$ cat src/logic/fetch_config.svh
`ifndef FETCH_CONFIG_SVH
`define FETCH_CONFIG_SVH

// instructions fetched per cycle
`define FETCH_WIDTH 2

// btb and counter entries, indexed by pc bits 5..2
`define BTB_SIZE 16

// one 64-bit block per line, indexed by pc bits 7..3
`define ICACHE_LINES 32

// addi x0, x0, 0
`define NOP_INST 32'h0000_0013

`endif

$ cat src/logic/mem_pkg.sv
package mem_pkg;

    // bus command driven by the cache
    typedef enum logic [1:0] {
        MEM_NONE,
        MEM_LOAD,
        MEM_STORE
    } mem_command_e;

    // byte address
    typedef logic [31:0] addr_t;

    // one memory block, two instructions wide
    typedef logic [63:0] mem_block_t;

    // transaction tag, zero means nothing in flight
    typedef logic [3:0] mem_tag_t;

endpackage

$ cat src/logic/fetch_pkg.sv
package fetch_pkg;

    // two-bit pattern counter
    typedef enum logic [1:0] {
        STRONG_NT,
        WEAK_NT,
        WEAK_T,
        STRONG_T
    } pht_state_e;

    typedef logic [31:0] inst_t;

    // predictor result for one lane
    typedef struct packed {
        logic           valid;
        // predicted next address
        mem_pkg::addr_t pc;
        logic           taken;
    } pc_entry_t;

    // one instruction handed to decode
    typedef struct packed {
        logic           valid;
        inst_t          inst;
        mem_pkg::addr_t pc;
        mem_pkg::addr_t npc;
        logic           predict_taken;
        mem_pkg::addr_t predict_target;
    } if_id_packet_t;

    // control-flow outcome reported by the reorder buffer
    typedef struct packed {
        logic           valid;
        mem_pkg::addr_t pc;
        logic           taken;
        mem_pkg::addr_t resolve_target;
        // low when the prediction was wrong
        logic           success;
    } rob_resolve_t;

endpackage

$ cat src/logic/branch_predictor.sv
`include "fetch_config.svh"

module branch_predictor (
    input  logic                                       clock,
    input  logic                                       reset,
    input  mem_pkg::addr_t                             pc_start,
    input  fetch_pkg::rob_resolve_t [`FETCH_WIDTH-1:0] rob_resolve,
    output fetch_pkg::pc_entry_t    [`FETCH_WIDTH-1:0] target_pc
);

    localparam int INDEX_BITS = $clog2(`BTB_SIZE);
    localparam int TAG_BITS   = 32 - 2 - INDEX_BITS;

    logic [`BTB_SIZE-1:0]  btb_valid;
    logic [`BTB_SIZE-1:0]  btb_valid_next;
    logic [TAG_BITS-1:0]   btb_tag [`BTB_SIZE];
    logic [TAG_BITS-1:0]   btb_tag_next [`BTB_SIZE];
    mem_pkg::addr_t        btb_target [`BTB_SIZE];
    mem_pkg::addr_t        btb_target_next [`BTB_SIZE];
    fetch_pkg::pht_state_e pht [`BTB_SIZE];
    fetch_pkg::pht_state_e pht_next [`BTB_SIZE];

    // lane source addresses plus the final prediction
    mem_pkg::addr_t [`FETCH_WIDTH:0] lane_pc;
    logic [`FETCH_WIDTH-1:0]         lane_hit;

    function automatic logic [INDEX_BITS-1:0] btb_index(input mem_pkg::addr_t pc);
        return pc[2 +: INDEX_BITS];
    endfunction

    function automatic logic [TAG_BITS-1:0] btb_tag_of(input mem_pkg::addr_t pc);
        return pc[31 -: TAG_BITS];
    endfunction

    function automatic fetch_pkg::pht_state_e count_up(input fetch_pkg::pht_state_e state);
        case (state)
            fetch_pkg::STRONG_NT: return fetch_pkg::WEAK_NT;
            fetch_pkg::WEAK_NT:   return fetch_pkg::WEAK_T;
            default:              return fetch_pkg::STRONG_T;
        endcase
    endfunction

    function automatic fetch_pkg::pht_state_e count_down(input fetch_pkg::pht_state_e state);
        case (state)
            fetch_pkg::STRONG_T: return fetch_pkg::WEAK_T;
            fetch_pkg::WEAK_T:   return fetch_pkg::WEAK_NT;
            default:             return fetch_pkg::STRONG_NT;
        endcase
    endfunction

    // each lane looks up where the previous one points
    always_comb begin
        lane_pc[0] = pc_start;
        for (int i = 0; i < `FETCH_WIDTH; i++) begin
            lane_hit[i] = btb_valid[btb_index(lane_pc[i])]
                && (btb_tag[btb_index(lane_pc[i])] == btb_tag_of(lane_pc[i]))
                && (pht[btb_index(lane_pc[i])] inside {fetch_pkg::WEAK_T, fetch_pkg::STRONG_T});
            lane_pc[i+1] = lane_hit[i] ? btb_target[btb_index(lane_pc[i])] : lane_pc[i] + 32'd4;
            // misaligned source address gives no usable lane
            target_pc[i].valid = (lane_pc[i][1:0] == 2'b00);
            target_pc[i].pc    = lane_pc[i+1];
            target_pc[i].taken = lane_hit[i];
        end
    end

    // later resolve lanes see the updates of earlier ones
    always_comb begin
        btb_valid_next  = btb_valid;
        btb_tag_next    = btb_tag;
        btb_target_next = btb_target;
        pht_next        = pht;
        for (int i = 0; i < `FETCH_WIDTH; i++) begin
            if (rob_resolve[i].valid) begin
                if (rob_resolve[i].taken) begin
                    pht_next[btb_index(rob_resolve[i].pc)] =
                        count_up(pht_next[btb_index(rob_resolve[i].pc)]);
                    btb_valid_next[btb_index(rob_resolve[i].pc)]  = 1'b1;
                    btb_tag_next[btb_index(rob_resolve[i].pc)]    = btb_tag_of(rob_resolve[i].pc);
                    btb_target_next[btb_index(rob_resolve[i].pc)] = rob_resolve[i].resolve_target;
                end else begin
                    pht_next[btb_index(rob_resolve[i].pc)] =
                        count_down(pht_next[btb_index(rob_resolve[i].pc)]);
                end
            end
        end
    end

    always_ff @(posedge clock) begin
        if (reset) begin
            btb_valid <= '0;
            for (int i = 0; i < `BTB_SIZE; i++) begin
                pht[i] <= fetch_pkg::WEAK_NT;
            end
        end else begin
            btb_valid <= btb_valid_next;
            pht       <= pht_next;
        end
    end

    // btb tag and target storage
    always_ff @(posedge clock) begin
        btb_tag    <= btb_tag_next;
        btb_target <= btb_target_next;
    end

endmodule

$ cat config.mk
export PLATFORM = sky130hd
export DESIGN_NAME = branch_predictor
export DESIGN_NICKNAME = d
export VERILOG_FILES = /design/src/logic/mem_pkg.sv /design/src/logic/fetch_pkg.sv /design/src/logic/branch_predictor.sv
export VERILOG_INCLUDE_DIRS = /design/src /design/src/logic
export SDC_FILE = /design/constraint.sdc
export NUM_CORES = 2
export LEC_CHECK = 0
export ABC_AREA = 1
export ABC_CLOCK_PERIOD_IN_PS = 15300
export BUFFER_PORTS_ARGS = -buffer_cell sky130_fd_sc_hd__buf_2
export CORE_MARGIN = 1.5
export CORE_UTILIZATION = 50
export DETAILED_ROUTE_END_ITERATION = 6
export PLACE_DENSITY_LB_ADDON = 0.1
export SYNTH_ARGS = -nofsm -noshare
export SYNTH_HDL_FRONTEND = slang
export SYNTH_SLANG_ARGS = --single-unit
$ cat constraint.sdc
create_clock -name clock -period 15.3 [get_ports clock]
set_clock_uncertainty 0.2 [all_clocks]
set_input_delay 3.06 -clock clock [delete_from_list [all_inputs] [get_ports clock]]
set_output_delay 3.06 -clock clock [all_outputs]
set_load 0.03 [all_outputs]
==> impl_results.md <==
- Most frequent cells in the layout: nand2_1 (2438), o21ai_0 (1664), inv_1 (1038), dfxtp_1 (976), nand3_1 (821)
- Vias in the first global route: 66.0k
- Status: finished, violations left
- Synth Cell Area: ~63000 um2
- Failing checks: design-rule violations
- Slew Limit Fails: 0
- Max-slew headroom: 0.116
- Final setup fails: 0
- Vias: 74.7k
- Resized cells post-CTS: 0
- Critical R2R Launch: pht[30]
- Post-CTS Setup Bufs: 0
- Most common cell after layout, fill and taps aside: nand2_1
- Num rows: about 130
- Reg power frac: 0.387
- #FFs+latches synth: 976
- GR Util met2: 0.683
- Worst EP required: 12040 ps
- Cell taking the most area after synthesis: dfxtp_1
- Yosys warns: 0
- Post-route antenna net violation count: 0
- CP Max Fanout: between 100 and 150
- CP startpoint kind: primary input
- Mapped Nets: slightly above 10k
- Initial antenna violation count: 48
- CP Capture Type: output port
- Max-Cap Viols: 0
- Worst hold start: btb_target[53]
- Core area: 124000 um2
- Setup TNS Final: 0 ps
- GR peak layer: met2
- Die width: roughly 360 um
- Final min period: between 10000 and 15000 ps
- Area growth syn-to-layout: 8.28%
- Hold Fails Final Rpt: 0
- Grt total ovfl: 0
- Fin cells: 11.6k
- Min-Delay Endpoint: btb_target[53]
- Sw power: 3340 uW
- PD cells: 137 nW/um2
- Final GP Congestion: between 1 and 1.5
- Met3 usage: 0.133
- Number of cells on the worst reg-to-reg path: 21
- CTS buffer count: around 120
- Register area share after synthesis: 0.313
- Worst Hold Path Cells: 2
- Dpl hpwl: 183000 um
- Clock tree buffer depth: 3
- R2R Path End: pht[22]
- Internal Power: 5900 uW
- Final Cycle Share: 0.939
- Min-delay worst type: reg -> reg
- Number of I/O pins: 236
- RSZ-0062 raised after global routing: false
- DIE AREA: 127000 um2
- Leak pwr: 0.0317 uW
- CTS tree: built
- Crit Path Class: in -> out
- Clock sink count: 976
- Mapped Cells: 10.2k
- Top cell type's share of synthesized area: 0.313
- DR WL/cell: 27.0 um
- Reg2reg setup slack: 11320 ps
- VDD IR max: 0.000111 V
- Met1 usage: 0.586
- Sw Ratio: 0.362
- First-pass GRT wire length: around 450000 um
- Input/output buffers: approximately 230
- CP most frequent cell: nand2_1
- Synthesized area per cell: 6.13 um2
- Async SR Flop Fraction: 0
- Measured slew at the worst slew-check pin: 1330 ps
- Ys flop type: dfxtp_1
- Largest net degree at the start of global routing: between 150 and 200
- Drt initial violations: 12.1k
- Post-layout util: 0.547
- Distinct cells, synth: 48
- Clk Latency, worst-skew pair: about 770 ps
- GRT Overall Usage: 0.469
- TritonRoute pass-1 iters: 7
- Layout cell share with drive strength beyond 1: 0.0662
- Comb pwr share: 0.296
- Slowest stage delay, CP: 660 ps
- Placed Cells: roughly 11k
- CP max stage cell: clkinv_8
- CP arrival: 11110 ps
- Hold Buf Count CTS: 0
- Number of H-tree levels: 3
- DRC viols: 18
- Layout Nets: 9980
- Number of synthesized flops with an enable pin: 0
- Top cells by area, synth: dfxtp_1 (31%), nand2_1 (15%), o21ai_0 (13%)
- Drt via density: roughly 6.5
- Min Hold Slack: 286 ps
- Die H: about 360 um
- Root Driver: clkbuf_16
- FMAX: 69.6 MHz
- Starting Density: 0.505
- DRT Wirelength: 312000 um
- Clk slew on worst S/H paths: 60 ps
- Clock power share: 0.317
-- per-layer routing --
layer | wire [um] | vias to the layer above
li1 | - | 33500
met1 | 113000 | 34100
met4 | 27900 | 28
met3 | 44000 | 1480
met2 | 127000 | 5633
met5 | 194 | -
-- Yosys cell counts, types with 5 or more instances --
cell	n
a22oi_1	28
a21oi_1	502
inv_2	19
o21a_1	5
dfxtp_1	976
clkinv_1	15
o21ai_0	1664
buf_6	12
buf_4	38
o221ai_1	5
a211oi_1	10
nor2_1	563
o21ai_1	27
inv_1	1049
a31oi_1	121
xor2_1	51
nor4_1	44
buf_2	159
o31ai_1	5
o22ai_1	90
nand2_2	7
nor3_1	68
nand4_1	19
buf_1	49
a311oi_1	22
nand2_1	2462
clkbuf_1	614
nor2_2	8
o211ai_1	698
nand3_1	821
-- critical path, delay by kind of cell --
| kind | cells | cell delay (ps) |
|---|---|---|
| AOI/OAI and AO/OA | 1 | 640 |
| and+or+nand+nor | 25 | 4140 |
| buffers and inverters | 8 | 3140 |
-- through the flow --
step	setup slack [ps]	cell area, um2	power [uW]
3_5_place_dp	1400	63600	6230
3_3_place_gp	1380	63600	6150
5_1_grt	843	67600	9720
6_report	932	67700	9240
2_1_floorplan	4470	62500	5480
4_1_cts	1390	67600	9120
-- kinds of logic (layout without fill, tap and decap cells) --
kind of cell	count (synthesis)	after routing	share of synthesized area
AOI/OAI and AO/OA	3195	3195	0.293
xor gates and xnor gates	53	53	0.00743
adders and majority gates	2	2	0.000400
buffers and inverters	1956	1673	0.124
DFF	976	976	0.313
other	0	33	0
and+or+nand+nor	4007	4007	0.263
-- final cells by class --
| class | count | area [um2] |
|---|---|---|
| diodes | 33 | 82.6 |
| clock buffers | 187 | 3610 |
| clock inverters | 26 | 357 |
| fillers | 12500 | 56100 |
| inverters | 1084 | 4110 |
| multi-input cells | 7257 | 35500 |
| flip-flops and latches | 976 | 19500 |
| well taps | 1637 | 2050 |
| repair buffers | 376 | 2430 |
-- worst max-delay path by stage --
stage / from / to / slack, ps / depth (start not counted)
finish: pc_start[2] / target_pc[39] / 930 / 34
global route: pc_start[2] / target_pc[39] / 840 / 31
CTS: pc_start[2] / target_pc[39] / 1390 / 34
detailed placement: pc_start[2] / target_pc[39] / 1400 / 34
global placement: pc_start[2] / target_pc[39] / 1380 / 34
floorplan: pc_start[3] / target_pc[63] / 4470 / 34
-- state kept, by name, indices dropped and copies added (netlist names) --
signal / flops
pht: 32
btb_valid: 16
btb_tag: 416
btb_target: 512
-- power by group through the flow --
stage	Sequential, uW	Clock [uW]	Combinational (uW)
final	3570	2930	2740
after global routing	3650	3020	3050
after CTS	3560	2920	2640
after detailed placement	3610	0	2620
after global placement	3590	0	2560
after floorplan	3530	0	1950
Note: power is estimated with default switching activity, not from simulation.
